===== config.mk =====
export PLATFORM = sky130hd
export DESIGN_NAME = pce_pad_bridge
export DESIGN_NICKNAME = d
export VERILOG_FILES = /design/src/pce_pad_pkg.sv /design/src/mouse_timeout_timer.sv /design/src/mouse_tracker.sv /design/src/pad_encoder.sv /design/src/pad_scan_fsm.sv /design/src/pce_pad_bridge.sv
export SDC_FILE = /design/constraint.sdc
export NUM_CORES = 1
export LEC_CHECK = 0
export BUFFER_PORTS_ARGS = -buffer_cell sky130_fd_sc_hd__clkbuf_2
export CAP_MARGIN = 20
export CORE_MARGIN = 4
export CORE_UTILIZATION = 38
export DETAILED_ROUTE_END_ITERATION = 8
export PLACE_DENSITY = 0.6
export SLEW_MARGIN = 25
export SYNTH_ARGS = -nofsm -noshare
export SYNTH_HDL_FRONTEND = slang
export SYNTH_SLANG_ARGS = --single-unit
export TNS_END_PERCENT = 10

===== constraint.sdc =====
create_clock -name clk_sys -period 2.4 [get_ports clk_sys]
set_input_delay 0 -clock clk_sys [delete_from_list [all_inputs] [get_ports clk_sys]]
set_output_delay 0 -clock clk_sys [all_outputs]
set_load 0.02 [all_outputs]

===== src/pce_pad_pkg.sv =====
//======================================
// Shared types for the controller port
// Buttons are active high at the input
// Port nibbles are active low on the bus
//======================================

`default_nettype none

package pce_pad_pkg;

	//======================================
	// Port counts
	//======================================

	// Turbo-tap positions that hold a pad
	parameter int NUM_PADS = 5;

	//======================================
	// Plain vector types
	//======================================

	// One pad, bit 0 right .. bit 7 run, bits 8-11 buttons III-VI
	typedef logic [11:0] pad_buttons_t;

	// Four nibbles one port can present
	typedef logic [15:0] pad_word_t;

	// Value on the data lines
	typedef logic [3:0] port_nibble_t;

	// Turbo-tap position, 5 and up is an empty port
	typedef logic [2:0] port_index_t;

	// Signed mouse motion per sample
	typedef logic [7:0] mouse_delta_t;

	//======================================
	// Structs and arrays
	//======================================

	typedef struct packed {
		logic joy_swap;
		logic turbotap;
		logic buttons6;
		logic mouse_en;
	} pad_config_t;

	// Lines driven by the console
	typedef struct packed {
		logic clr;
		logic sel;
	} port_lines_t;

	typedef pad_buttons_t [NUM_PADS-1:0] pad_set_t;

	// Empty port reads all ones except the ID nibble
	parameter pad_word_t NO_PAD_WORD = 16'h0FFF;

endpackage

`default_nettype wire


===== src/mouse_timeout_timer.sv =====
//======================================
// Mouse read stall detector
// Counts cycles with clr low, saturates
//======================================

`timescale 1ns/1ns
`default_nettype none

module mouse_timeout_timer #(
	parameter int TIMEOUT_BITS = 15
) (
	input  wire                         clk_sys,
	input  wire                         reset,
	input  wire pce_pad_pkg::port_lines_t lines,
	output logic                        timed_out
);

	logic [TIMEOUT_BITS-1:0] count;

	always_ff @(posedge clk_sys) begin
		if (reset) begin
			count <= '0;
		end else if (lines.clr) begin
			count <= '0;
		end else if (~&count) begin
			count <= count + 1'b1;
		end
	end

	// High while the counter sits at all ones
	assign timed_out = &count;

endmodule

`default_nettype wire


===== src/mouse_tracker.sv =====
//======================================
// Mouse motion for the four-nibble read
// X is negated to match the console axis
// Latest sample replaces the pending one
//======================================

`timescale 1ns/1ns
`default_nettype none

module mouse_tracker (
	input  wire                           clk_sys,
	input  wire                           reset,
	input  wire pce_pad_pkg::mouse_delta_t mouse_dx,
	input  wire pce_pad_pkg::mouse_delta_t mouse_dy,
	input  wire                           mouse_strobe,
	input  wire                           clr_rise,
	input  wire                           timed_out,
	output pce_pad_pkg::port_nibble_t     motion_nibble
);

	pce_pad_pkg::mouse_delta_t pending_x;
	pce_pad_pkg::mouse_delta_t pending_y;
	pce_pad_pkg::mouse_delta_t shown_x;
	pce_pad_pkg::mouse_delta_t shown_y;
	logic [1:0] nibble_cnt;

	//======================================
	// Counter and motion registers
	//======================================

	always_ff @(posedge clk_sys) begin
		if (reset) begin
			nibble_cnt <= 2'd3;
			pending_x  <= '0;
			pending_y  <= '0;
			shown_x    <= '0;
			shown_y    <= '0;
		end else begin
			// Stalled read, next clr starts at X high
			if (timed_out)
				nibble_cnt <= 2'd3;

			if (clr_rise) begin
				nibble_cnt <= nibble_cnt + 2'd1;
				if (&nibble_cnt) begin
					// New read cycle, publish pending motion
					shown_x   <= pending_x;
					shown_y   <= pending_y;
					pending_x <= '0;
					pending_y <= '0;
				end
			end

			// A fresh sample wins over the clear above
			if (mouse_strobe) begin
				pending_x <= 8'd0 - mouse_dx;
				pending_y <= mouse_dy;
			end
		end
	end

	//======================================
	// Nibble select
	//======================================

	always_comb begin
		case (nibble_cnt)
			2'd0:    motion_nibble = shown_x[7:4];
			2'd1:    motion_nibble = shown_x[3:0];
			2'd2:    motion_nibble = shown_y[7:4];
			default: motion_nibble = shown_y[3:0];
		endcase
	end

endmodule

`default_nettype wire


===== src/pad_encoder.sv =====
//======================================
// Port word encoding and joy_in register
// All pad nibbles are active low
// Mouse replaces pad 0 when enabled
//======================================

`timescale 1ns/1ns
`default_nettype none

module pad_encoder (
	input  wire                           clk_sys,
	input  wire                           reset,
	input  wire pce_pad_pkg::pad_config_t   cfg,
	input  wire pce_pad_pkg::port_lines_t   lines,
	input  wire pce_pad_pkg::pad_set_t      pads,
	input  wire                           mouse_left,
	input  wire                           mouse_right,
	input  wire pce_pad_pkg::port_index_t   port_index,
	input  wire                           high_bank,
	input  wire pce_pad_pkg::port_nibble_t  motion_nibble,
	output pce_pad_pkg::port_nibble_t     joy_in
);

	pce_pad_pkg::pad_set_t pads_sw;
	pce_pad_pkg::pad_word_t port_word;
	pce_pad_pkg::port_nibble_t nibble;
	logic [7:0] mouse_byte;
	logic [1:0] nib_sel;

	// Nibble 0 run/select/II/I, nibble 1 left/down/right/up, nibble 2 VI-III
	function automatic pce_pad_pkg::pad_word_t encode_pad(input pce_pad_pkg::pad_buttons_t b);
		return ~{4'hF, b[11:8], b[1], b[2], b[0], b[3], b[7:4]};
	endfunction

	always_comb begin
		pads_sw = pads;
		if (cfg.joy_swap) begin
			pads_sw[0] = pads[1];
			pads_sw[1] = pads[0];
		end
	end

	// Motion in the high nibble, buttons low
	assign mouse_byte = {motion_nibble,
		~{pads_sw[0][7], pads_sw[0][6], mouse_left, mouse_right}};

	always_comb begin
		if (port_index >= pce_pad_pkg::port_index_t'(pce_pad_pkg::NUM_PADS))
			port_word = pce_pad_pkg::NO_PAD_WORD;
		else if (port_index == '0 && cfg.mouse_en)
			port_word = {mouse_byte, mouse_byte};
		else
			port_word = encode_pad(pads_sw[port_index]);
	end

	assign nib_sel = {high_bank, lines.sel};
	assign nibble  = port_word[{nib_sel, 2'b00} +: 4];

	//======================================
	// Output register
	//======================================

	always_ff @(posedge clk_sys) begin
		if (reset) begin
			joy_in <= '0;
		end else if (lines.clr) begin
			joy_in <= '0;
		end else begin
			joy_in <= nibble;
		end
	end

endmodule

`default_nettype wire


===== src/pad_scan_fsm.sv =====
//======================================
// Turbo-tap scanner and six-button bank
// Lines are sampled every cycle
// Index holds once past the last pad
//======================================

`timescale 1ns/1ns
`default_nettype none

module pad_scan_fsm #(
	parameter int NUM_PADS = 5
) (
	input  wire                         clk_sys,
	input  wire                         reset,
	input  wire pce_pad_pkg::pad_config_t cfg,
	input  wire pce_pad_pkg::port_lines_t lines,
	output pce_pad_pkg::port_index_t    port_index,
	output logic                        high_bank,
	output logic                        clr_rise
);

	typedef enum logic [1:0] {
		scan_clear,
		scan_pad,
		scan_past_end
	} scan_state_t;

	scan_state_t state;
	logic last_clr;
	logic last_sel;
	pce_pad_pkg::port_index_t next_index;

	assign next_index = port_index + 3'd1;

	always_ff @(posedge clk_sys) begin
		if (reset) begin
			state      <= scan_clear;
			port_index <= '0;
			high_bank  <= 1'b0;
			clr_rise   <= 1'b0;
			last_clr   <= 1'b0;
			last_sel   <= 1'b0;
		end else begin
			last_clr <= lines.clr;
			last_sel <= lines.sel;
			clr_rise <= lines.clr & ~last_clr;

			if (lines.clr) begin
				// Clear restarts the scan at port 0
				state      <= scan_clear;
				port_index <= '0;
				if (~last_clr) begin
					// Alternate banks only in six-button mode
					high_bank <= ~high_bank & cfg.buttons6;
				end
			end else if (lines.sel & ~last_sel & cfg.turbotap) begin
				case (state)
					scan_clear, scan_pad: begin
						port_index <= next_index;
						if (next_index >= pce_pad_pkg::port_index_t'(NUM_PADS))
							state <= scan_past_end;
						else
							state <= scan_pad;
					end
					default: begin
						// Stay on the empty port until the next clear
						state <= scan_past_end;
					end
				endcase
			end
		end
	end

endmodule

`default_nettype wire


===== src/pce_pad_bridge.sv =====
//======================================
// Pads and mouse to console port nibbles
// joy_in is registered, one cycle latency
// Mouse is only offered on port 0
//======================================

`timescale 1ns/1ns
`default_nettype none

module pce_pad_bridge #(
	parameter int MOUSE_TIMEOUT_BITS = 15
) (
	input  wire                           clk_sys,
	input  wire                           reset,
	input  wire pce_pad_pkg::pad_config_t   cfg,
	input  wire pce_pad_pkg::pad_set_t      pads,
	input  wire pce_pad_pkg::mouse_delta_t  mouse_dx,
	input  wire pce_pad_pkg::mouse_delta_t  mouse_dy,
	input  wire                           mouse_strobe,
	input  wire                           mouse_left,
	input  wire                           mouse_right,
	input  wire pce_pad_pkg::port_lines_t   lines,
	output pce_pad_pkg::port_nibble_t     joy_in
);

	pce_pad_pkg::port_index_t port_index;
	pce_pad_pkg::port_nibble_t motion_nibble;
	logic high_bank;
	logic clr_rise;
	logic timed_out;

	pad_scan_fsm #(
		.NUM_PADS(pce_pad_pkg::NUM_PADS)
	) i_scan (
		.clk_sys    (clk_sys),
		.reset      (reset),
		.cfg        (cfg),
		.lines      (lines),
		.port_index (port_index),
		.high_bank  (high_bank),
		.clr_rise   (clr_rise)
	);

	mouse_timeout_timer #(
		.TIMEOUT_BITS(MOUSE_TIMEOUT_BITS)
	) i_timeout (
		.clk_sys   (clk_sys),
		.reset     (reset),
		.lines     (lines),
		.timed_out (timed_out)
	);

	mouse_tracker i_mouse (
		.clk_sys       (clk_sys),
		.reset         (reset),
		.mouse_dx      (mouse_dx),
		.mouse_dy      (mouse_dy),
		.mouse_strobe  (mouse_strobe),
		.clr_rise      (clr_rise),
		.timed_out     (timed_out),
		.motion_nibble (motion_nibble)
	);

	pad_encoder i_encoder (
		.clk_sys       (clk_sys),
		.reset         (reset),
		.cfg           (cfg),
		.lines         (lines),
		.pads          (pads),
		.mouse_left    (mouse_left),
		.mouse_right   (mouse_right),
		.port_index    (port_index),
		.high_bank     (high_bank),
		.motion_nibble (motion_nibble),
		.joy_in        (joy_in)
	);

endmodule

`default_nettype wire


### Word level (Yosys, flattened, before mapping)

Cells that the tools add are included.

| storage, ports and cells | value |
|---|---|
| flip-flop bits (word level) | 62 |
| output and inout port bits | 4 |
| word-level logic and storage cells | 62 |

| operators by class | value |
|---|---|
| reduce and logical (&&, ||, !) cells | 15 |
| multiplexer cells | 14 |
| bitwise gates (word level) | 9 |
| shifts and indexed selects | 1 |
| $add $sub $neg | 4 |
| magnitude comparators | 3 |
| equality and inequality tests | 3 |

Operators by type and width:

| operator | number |
|---|---|
| $bmux 12 s3 | 1 |
| $mux 16 | 2 |
| $mux 8 | 4 |
| $mux 24 | 1 |
| $not 16->16 | 1 |
| $shiftx 16x5->4 | 1 |
| $add 15x1->15 const B | 1 |
| $reduce_and 15->1 | 1 |
| $mux 12 | 1 |
| $pmux 4 s3 | 1 |
| $mux 2 | 4 |
| $reduce_and 2->1 | 4 |
| $sub 1x8->8 const A | 1 |
| $ge 3x3->1 const B | 2 |
| $reduce_bool 2->1 | 3 |
| $and 1x1->1 | 4 |
| $eq 2x1->1 const B | 2 |
| $logic_not 2->1 | 2 |
| $lt 3x4->1 const B | 1 |
| $not 4->4 | 1 |
| $reduce_or 2->1 | 2 |
| $add 3x1->3 const B | 1 |
| $logic_not 3->1 | 1 |
| $not 1->1 | 3 |
| other kinds (4) | 4 |

### Logic depth before layout (Yosys ltp)

Gate-level depths: netlist (run 1).

| logic depth | value |
|---|---|
| depth in word-level cells | 7 |
| mapped depth | 8 |
| depth with buffers taken out | 6 |

### Hierarchy

A second synthesis (run 1) with hierarchy kept.

| unflattened totals | value |
|---|---|
| cells, all modules | 403 |
| area, all modules | 3415.8 um^2 |

Modules (own cells, without submodules):

| module | area each (um^2) | cells each | times used |
|---|---|---|---|
| mouse_tracker | 1422.6 | 164 | 1 |
| pad_encoder | 879.6 | 115 | 1 |
| mouse_timeout_timer | 754.5 | 88 | 1 |
| pad_scan_fsm | 359.1 | 36 | 1 |

### Worst setup path before layout (run 1)

OpenSTA, ideal clock, no wires.

| timing path | value |
|---|---|
| path type | flip-flop to flip-flop |
| start point | reg i_timeout.count[0] |
| end point | reg i_timeout.count[9] |
| stages on the path, launching flop included | 7 |
| data arrival time | 1.559 ns |
| clock period less this slack | 1.629 ns |
| buffers on the path | 1 |
| setup slack | 0.771 ns |
| cell sequence | dfxtp_1 ha_1 and4_1 and4_4 buf_6 or4_1 a21oi_1 |

| on the way | value |
|---|---|
| longest elaborated chain between the ends | 1 |
| elaborated cells on any way between the ends | 2 |

Ends and longest elaborated chain:

| element | line | source |
|---|---|---|
| from (decl) | mouse_timeout_timer.sv:18 | `logic [TIMEOUT_BITS-1:0] count;` |
| from (signal assigned) | mouse_timeout_timer.sv:26 | `count <= count + 1'b1;` |
| $add 15x1->15 / $reduce_and 15->1 (equally long branches) | mouse_timeout_timer.sv:26, mouse_timeout_timer.sv:25 |  |

Several ways; a longest one is shown, not always the timed one.
A chain may end at the register's enable or synchronous reset.

### Worst setup path in the final report (run 1)

| timing path | value |
|---|---|
| start point | reg i_scan.port_index[0] |
| end point | reg i_encoder.joy_in[2] |

| on the way | value |
|---|---|
| longest elaborated chain between the ends | 6 |
| elaborated cells on any way between the ends | 9 |

Ends and longest elaborated chain:

| element | line | source |
|---|---|---|
| from (decl) | pad_scan_fsm.sv:17 | `output pce_pad_pkg::port_index_t port_index,` |
| from (signal assigned) | pad_scan_fsm.sv:59 | `port_index <= next_index;` |
| $bmux 12 s3 | pad_encoder.sv:53 | `port_word = encode_pad(pads_sw[port_index]);` |
| $mux 12 (not written as such) | pad_encoder.sv:53 |  |
| $not 16->16 | pad_encoder.sv:32 | `return ~{4'hF, b[11:8], b[1], b[2], b[0], b[3], b[7:4]};` |
| $mux 16 | pad_encoder.sv:50 | `else if (port_index == '0 && cfg.mouse_en)` |
| $mux 16 (*) | pad_encoder.sv:48 | `if (port_index >= pce_pad_pkg::port_index_t'(pce_pad_pkg::NUM_PADS))` |
| $shiftx 16x5->4 (*) | pad_encoder.sv:57 | `assign nibble = port_word[{nib_sel, 2'b00} +: 4];` |
| to (signal assigned) | pad_encoder.sv:69 | `joy_in <= nibble;` |
| to (decl) | pad_encoder.sv:21 | `output pce_pad_pkg::port_nibble_t joy_in` |

Mark *: on every way between the ends. The rest lies on a longest branch, timed or not. The select of a mux whose other input is x is not followed.

==> results of run 1 <==
==> cells in the final DEF (no fill, tap or decap), types with 3 or more instances in the layout <==
master	synthesis	final
a21oi_1	34	34
a221oi_1	12	12
a22oi_1	13	13
a31oi_1	8	8
and3_1	3	3
and4_1	3	3
buf_4	0	6
clkbuf_2	1	90
clkbuf_8	0	9
dfxtp_1	61	61
dlygate4sd3_1	0	21
ha_1	9	9
inv_1	9	9
mux2_2	14	14
nand2_1	47	47
nand2b_1	6	6
nand3_1	38	38
nand4_1	4	4
nor2_1	32	32
nor2b_1	6	6
nor3_1	3	3
o21ai_0	12	12
o31ai_1	4	4
or3_1	6	6
or4_1	4	4
xnor2_1	6	6
==> routing by layer <==
metal / up-vias / GRT usage, % / wire length, microns
li1: 1675 / - / -
met3: 16 / 2.82 / 470
met5: - / 0 / 0
met1: 1554 / 23.1 / 4010
met2: 109 / 27.8 / 4110
met4: 0 / 7.26 / 165
==> worst reg2reg max path, delay by kind of cell, from the launching register on <==
| kind | cells | cell delay (ns) |
|---|---|---|
| AND/OR/NAND/NOR | 1 | 0.16 |
| AO/OA/AOI/OAI | 2 | 0.35 |
| XOR/XNOR | 1 | 0.91 |
| flip-flops | 1 | 0.60 |
==> flip-flops by register name (all words and copies together) (netlist names) <==
signal,count
i_encoder.joy_in,4
i_mouse.pending_x,8
i_scan.state,1
i_mouse.shown_x,8
i_mouse.nibble_cnt,2
i_scan.last_sel,1
i_scan.clr_rise,1
i_timeout.count,15
i_scan.last_clr,1
i_mouse.shown_y,8
i_scan.high_bank,1
i_scan.port_index,3
i_mouse.pending_y,8
==> area by class of cell <==
cell class	instances	area, sq um
fillers	807	4150
repair buffers	117	706
clock buffers	9	124
inverters	9	33.8
well taps	105	131
flip-flops and latches	61	1220
multi-input cells	305	1910
clock inverters	6	63.8
==> worst paths after layout <==
check,to,cells past startpoint,slack (ns),from
max,i_encoder.joy_in[2],4,0.27,i_scan.port_index[0]
min,i_encoder.joy_in[1],4,0.009,pads[17]
max reg2reg,i_encoder.joy_in[2],4,0.27,i_scan.port_index[0]
min reg2reg,i_mouse.pending_x[6],2,0.45,i_mouse.pending_x[6]
==> stage by stage <==
step           total power [W]  setup WS (ns)  instances
6_report               0.00230          0.268        612
5_1_grt                0.00239         0.0212        612
4_1_cts                0.00232          0.277        612
3_5_place_dp           0.00139          0.289        576
3_3_place_gp           0.00139          0.390        576
2_1_floorplan          0.00127          0.771        401
==> report_power, final <==
part,total [W],internal [W],switching (W),leakage [nW]
registers,0.00107,0.00104,0.0000255,0.497
logic,0.000325,0.000165,0.000160,1.12
clock network,0.000902,0.000473,0.000429,0.0915
total,0.00230,0.00168,0.000614,1.71
==> cell families (layout without fill, tap and decap cells) <==
group,count (synthesis),after routing,share of synthesized area (%)
adder cells (fa/ha/maj),9,9,3.41
flip-flops,61,61,37.0
multiplexers,16,16,5.38
XOR/XNOR,8,8,2.12
AO/OA/AOI/OAI,103,103,21.0
AND/OR/NAND/NOR,169,169,26.0
buffers and inverters,35,141,5.01
==> flow_summary.toml, run 1 <==
[outcome]
status = "complete, no violations"

[detailed_routing]
routed-via-count = 3354
routed_via_density = 5.48
ant_nets = 0
wl_mm = 8.75
wl_per_cell_microns = 14.3
firstDrtPassIters = 5
remaining_drc_errors = 0
drt_iter0_drc = 126

[clock_network]
worstSkewPairLatency_ns = 0.34
numCtsBuffers = 9
cts_tree = "built"
clkSlewWorstSetupHoldPaths_ns = 0.08
cts_hold_buf = 21
cts_sinks = 61
cts-root-buf = "clkbuf_8"
ctsResizeCount = 0
cts_max_path_buffers = 2
post_cts_buffers = 0
htree_num_levels = 3

[timing]
drv_slew = 0
tns_ns = 0
final.min_clock_period_ns = 2.13
holdWs_ns = 0.00867
hold_viol_final = 0
tightest_slew_ns = 0.946
fmax_ghz = 0.469
fin_skew_ns = 0.0124
slew_headroom_pct = 36.5
rsz0062_at_grt = "no"
setup_viol = 0
fin_crit_sh_pct = 88.8

[synth]
yosysMostFrequentCell = "dfxtp_1"
syn_area_per_cell_sq_um = 8.23
synth_edf_count = 0
synthDistinctLibCells = 55
async_flop_share_pct = 0
syn_area_sq_mm = 0.00330
synth_top_area_share_pct = 37.0
yosysSeqAreaShare_pct = 37.0
synth_area_leaders = "dfxtp_1, nand3_1, nand2_1"
ys_ff_latch = 61
syn_inst = 401
synth_commonest_cells = "dfxtp_1, nand2_1, nand3_1"
syn_nets = 497
yosysWarnings = 0
synthFlopType = "dfxtp_1"
synth_top_cell_by_area = "dfxtp_1"

[pwr]
ir_worst_vdd_mv = 0.339
p_per_area_mw_per_mm2 = 548
p_leak_nw = 1.71

[cells_and_area]
final_area_sq_mm = 0.00419
syn_to_final_growth_pct = 27.1
final_nets = 599
fin_util_pct = 50.3
final_layout_size_suffix_gt1_share_pct = 26.6
num_antenna_cells = 0

[placement]
hpwl_mm = 6.39
placed_area_sq_mm = 0.00379
gp_congestion = 0.810
portBuffers = 90

[floorplan]
rows = 33
start_util_pct = 39.6
pin_count = 91
die_h_microns = 101
core_area_sq_mm = 0.00834
die-area_sq_mm = 0.0102
die_x_microns = 101

[critical_path]
worstPathMaxFanout = 21
crit_required_ns = 2.63
cpPeakStageDelay_ns = 0.90
crit_path_top_delay_cell = "xnor2_1"
crit_buf_inv = 0
cpMostUsedCell = "a31oi_1"
crit_chain = "xnor2_1 -> nand3_1 -> a31oi_1 -> a31oi_1"
endpoint_kind = "flop"
arrival_ns = 2.36
crit_family = "XOR/XNOR gates"
startpoint_type = "flop"
crit_type = "flop to flop"

[flow_run]
cap_violations = 0

[grt]
grt_pass1_wl_mm = 14.4
overflow = 0
antenna_found_initial = 0
grt_pass1_vias = 3142
grtUsageTotal_pct = 17.3
grt_max_degree = 41

[hold_path]
worstHoldPathType = "input pin to flop"
Note: power is estimated with default switching activity, not from simulation.
==> run 2: changes to the inputs <==
--- a/config.mk
+++ b/config.mk
@@ -14,5 +14,6 @@
 export SLEW_MARGIN = 25
 export SYNTH_ARGS = -nofsm -noshare
 export SYNTH_HDL_FRONTEND = slang
+export SYNTH_HIERARCHICAL = 1
 export SYNTH_SLANG_ARGS = --single-unit
 export TNS_END_PERCENT = 10
==> constraint.sdc (replaced) <==
create_clock -name clk_sys -period 2.6 [get_ports clk_sys]
set_input_delay 0 -clock clk_sys [delete_from_list [all_inputs] [get_ports clk_sys]]
set_output_delay 0 -clock clk_sys [all_outputs]
set_load 0.02 [all_outputs]
==> flow_summary.toml, run 2 <==
[synth]
syn_nets = 498
yosysWarnings = 6
synth_edf_count = 0
syn_area_sq_mm = 0.00342
yosysSeqAreaShare_pct = 35.8
synth_area_leaders = "dfxtp_1, mux2i_1, a21oi_1"
yosysMostFrequentCell = "dfxtp_1"
syn_inst = 403
synth_top_area_share_pct = 35.8
async_flop_share_pct = 0
synthFlopType = "dfxtp_1"
synth_commonest_cells = "dfxtp_1, nand2_1, a21oi_1"
syn_area_per_cell_sq_um = 8.48
synthDistinctLibCells = 62
ys_ff_latch = 61
synth_top_cell_by_area = "dfxtp_1"

[cells_and_area]
layout_commonest_cell = "clkbuf_2"
multi_input_comb_area_sq_mm = 0.00202
regArea_sq_mm = 0.00122
num_antenna_cells = 0
top_register = "i_timeout/count"
final_nets = 597
final_area_sq_mm = 0.00429
largest_reg_flops = 15
num-fill-cells = 849
final_cells = 615
mostFrequentLayoutCells = "clkbuf_2, dfxtp_1, nand2_1"
syn_to_final_growth_pct = 25.6
final_layout_size_suffix_gt1_share_pct = 26.6

[critical_path]
crit_buf_inv = 1
rr_worst_depth = 7
rrSetupSlack_ns = 0.32
crit_required_ns = 2.78
crit_chain = "inv_1 -> ha_1 -> a222oi_1 -> mux2i_1 -> and3_1 -> a2111oi_0 -> a31oi_1"
cp.depth = 7
endpoint_kind = "flop"
endpoint = "i_encoder/joy_in[0]"
cpPeakStageDelay_ns = 0.57
crit_start = "i_mouse/nibble_cnt[0]"
crit_family = "compound AO/OA/AOI/OAI gates"
startpoint_type = "flop"
arrival_ns = 2.46
crit_path_top_delay_cell = "a2111oi_0"
worstReg2RegEnd = "i_encoder/joy_in[0]"
crit_type = "flop to flop"
worstPathMaxFanout = 7
r2r_start = "i_mouse/nibble_cnt[0]"

[timing]
tns_ns = 0
rsz0062_at_grt = "no"
setup_viol = 0
fin_crit_sh_pct = 87.6
drv_slew = 0
tightest_slew_ns = 0.835
fmax_ghz = 0.439
setup_slack_ns = 0.324
fin_skew_ns = 0.0117
hold_viol_final = 0
final.min_clock_period_ns = 2.28
slew_headroom_pct = 44.4

[placement]
place_ws_ns = 0.364
hpwl_mm = 6.46
portBuffers = 90
dp_cells = 583
gp_congestion = 0.835
placed_area_sq_mm = 0.00392

[clock_network]
numCtsBuffers = 9
clkSlewWorstSetupHoldPaths_ns = 0.07
htree_num_levels = 3
cts_sinks = 61
cts-root-buf = "clkbuf_8"
worstSkewPairLatency_ns = 0.33
cts_tree = "built"
cts_hold_buf = 16
cts_max_path_buffers = 2
post_cts_buffers = 0
ctsResizeCount = 0

[hold_path]
worstHoldPathType = "input pin to flop"
hold_start = "mouse_dx[5]"

[floorplan]
core_area_sq_mm = 0.00872
die-area_sq_mm = 0.0106
pin_count = 91
die_x_microns = 103
die_h_microns = 103
rows = 34
start_util_pct = 39.2

[detailed_routing]
ant_nets = 0
drt_iter0_drc = 130
wl_per_cell_microns = 14.2
remaining_drc_errors = 0
routed-via-count = 3293
routed_via_density = 5.35
firstDrtPassIters = 4
wl_mm = 8.75

[pwr]
switching_share_pct = 24.2
seqPwrFrac_pct = 45.2
p_per_area_mw_per_mm2 = 510
p_clk_share_pct = 41.2
totalPowerFinal_w = 0.00219
combPwrFrac_pct = 13.6
p_leak_nw = 1.69
intPower_w = 0.00166
power_switching_w = 0.000530
ir_worst_vdd_mv = 0.355

[flow_run]
cap_violations = 0

[grt]
grtUsageTotal_pct = 16.3
antenna_found_initial = 0
grt_max_degree = 44
overflow = 0
grt_pass1_wl_mm = 13.9
grt_pass1_vias = 2978

[outcome]
status = "complete, no violations"
==> run 2: cell count changes after synthesis, moves of 4 or more <==
cell and delta:
mux2_2 -4, nor2_1 -5, inv_1 +6, mux2i_1 +23
a21oi_1 +5, nand3_1 -29, a221oi_1 -12, o21ai_0 +4
a32o_1 +4, nor3_1 +7
==> run 2: kinds of logic after synthesis <==
| logic type | count (synthesis) | share of synthesized area, % |
|---|---|---|
| DFF | 61 | 35.8 |
| muxes | 35 | 10.6 |
| buffers and inverters | 38 | 5.16 |
| adders and majority gates | 8 | 2.93 |
| and+or+nand+nor | 146 | 22.6 |
| AOI/OAI and AO/OA | 108 | 21.0 |
| xor gates and xnor gates | 7 | 2.01 |
==> run 2: how the worst min path moves through the flow <==
| stage | to | slack [ns] | depth (start not counted) |
|---|---|---|---|
| 2_1_floorplan | i_scan/port_index[0] | 0.08 | 1 |
| 3_5_place_dp | i_mouse/pending_y[6] | 0.26 | 3 |
| 3_3_place_gp | i_mouse/pending_y[0] | 0.26 | 3 |
| 5_1_grt | i_encoder/joy_in[2] | 0.02 | 4 |
| 4_1_cts | i_mouse/pending_x[5] | 0.006 | 3 |
| 6_report | i_mouse/pending_x[5] | 0.02 | 3 |
==> run 2: cell type report <==
type	instances	area share (%)
Clock buffer	12	3.15
Clock inverter	4	1.69
Inverter	15	1.31
Multi-Input combinational cell	304	47.1
Sequential cell	61	28.5
Tap cell	108	3.15
Timing Repair Buffer	111	15.1
==> run 2: power by group through the flow <==
stage / Clock (W) / Combinational [W] / Sequential, W
2_1_floorplan: 0 / 0.000168 / 0.00100
3_3_place_gp: 0 / 0.000274 / 0.00101
3_5_place_dp: 0 / 0.000278 / 0.00101
4_1_cts: 0.000921 / 0.000298 / 0.000988
5_1_grt: 0.000960 / 0.000332 / 0.000992
6_report: 0.000901 / 0.000297 / 0.000988
==> run 2: through the flow <==
stage	hold WS [ns]	util, %
6_report	0.0189	49.2
5_1_grt	0.0219	49.2
4_1_cts	0.00621	49.2
3_5_place_dp	0.261	44.9
3_3_place_gp	0.256	44.9
2_1_floorplan	0.0774	-
==> run 2: worst reg2reg max path: stages (launching register included) <==
cell       delay, ns
dfxtp_1         0.42
inv_1           0.09
ha_1            0.24
a222oi_1        0.33
mux2i_1         0.12
and3_1          0.18
a2111oi_0       0.57
a31oi_1         0.17
==> run 2: routing by layer <==
metal,part of all wire [%],global-route usage (%),vias to the layer above,wire length [microns]
met3,7.2,2.91,13,634
li1,-,-,1674,-
met4,1.4,5.68,0,124
met5,0,0,-,0
met2,45,27.3,86,3950
met1,46,21.3,1520,4050
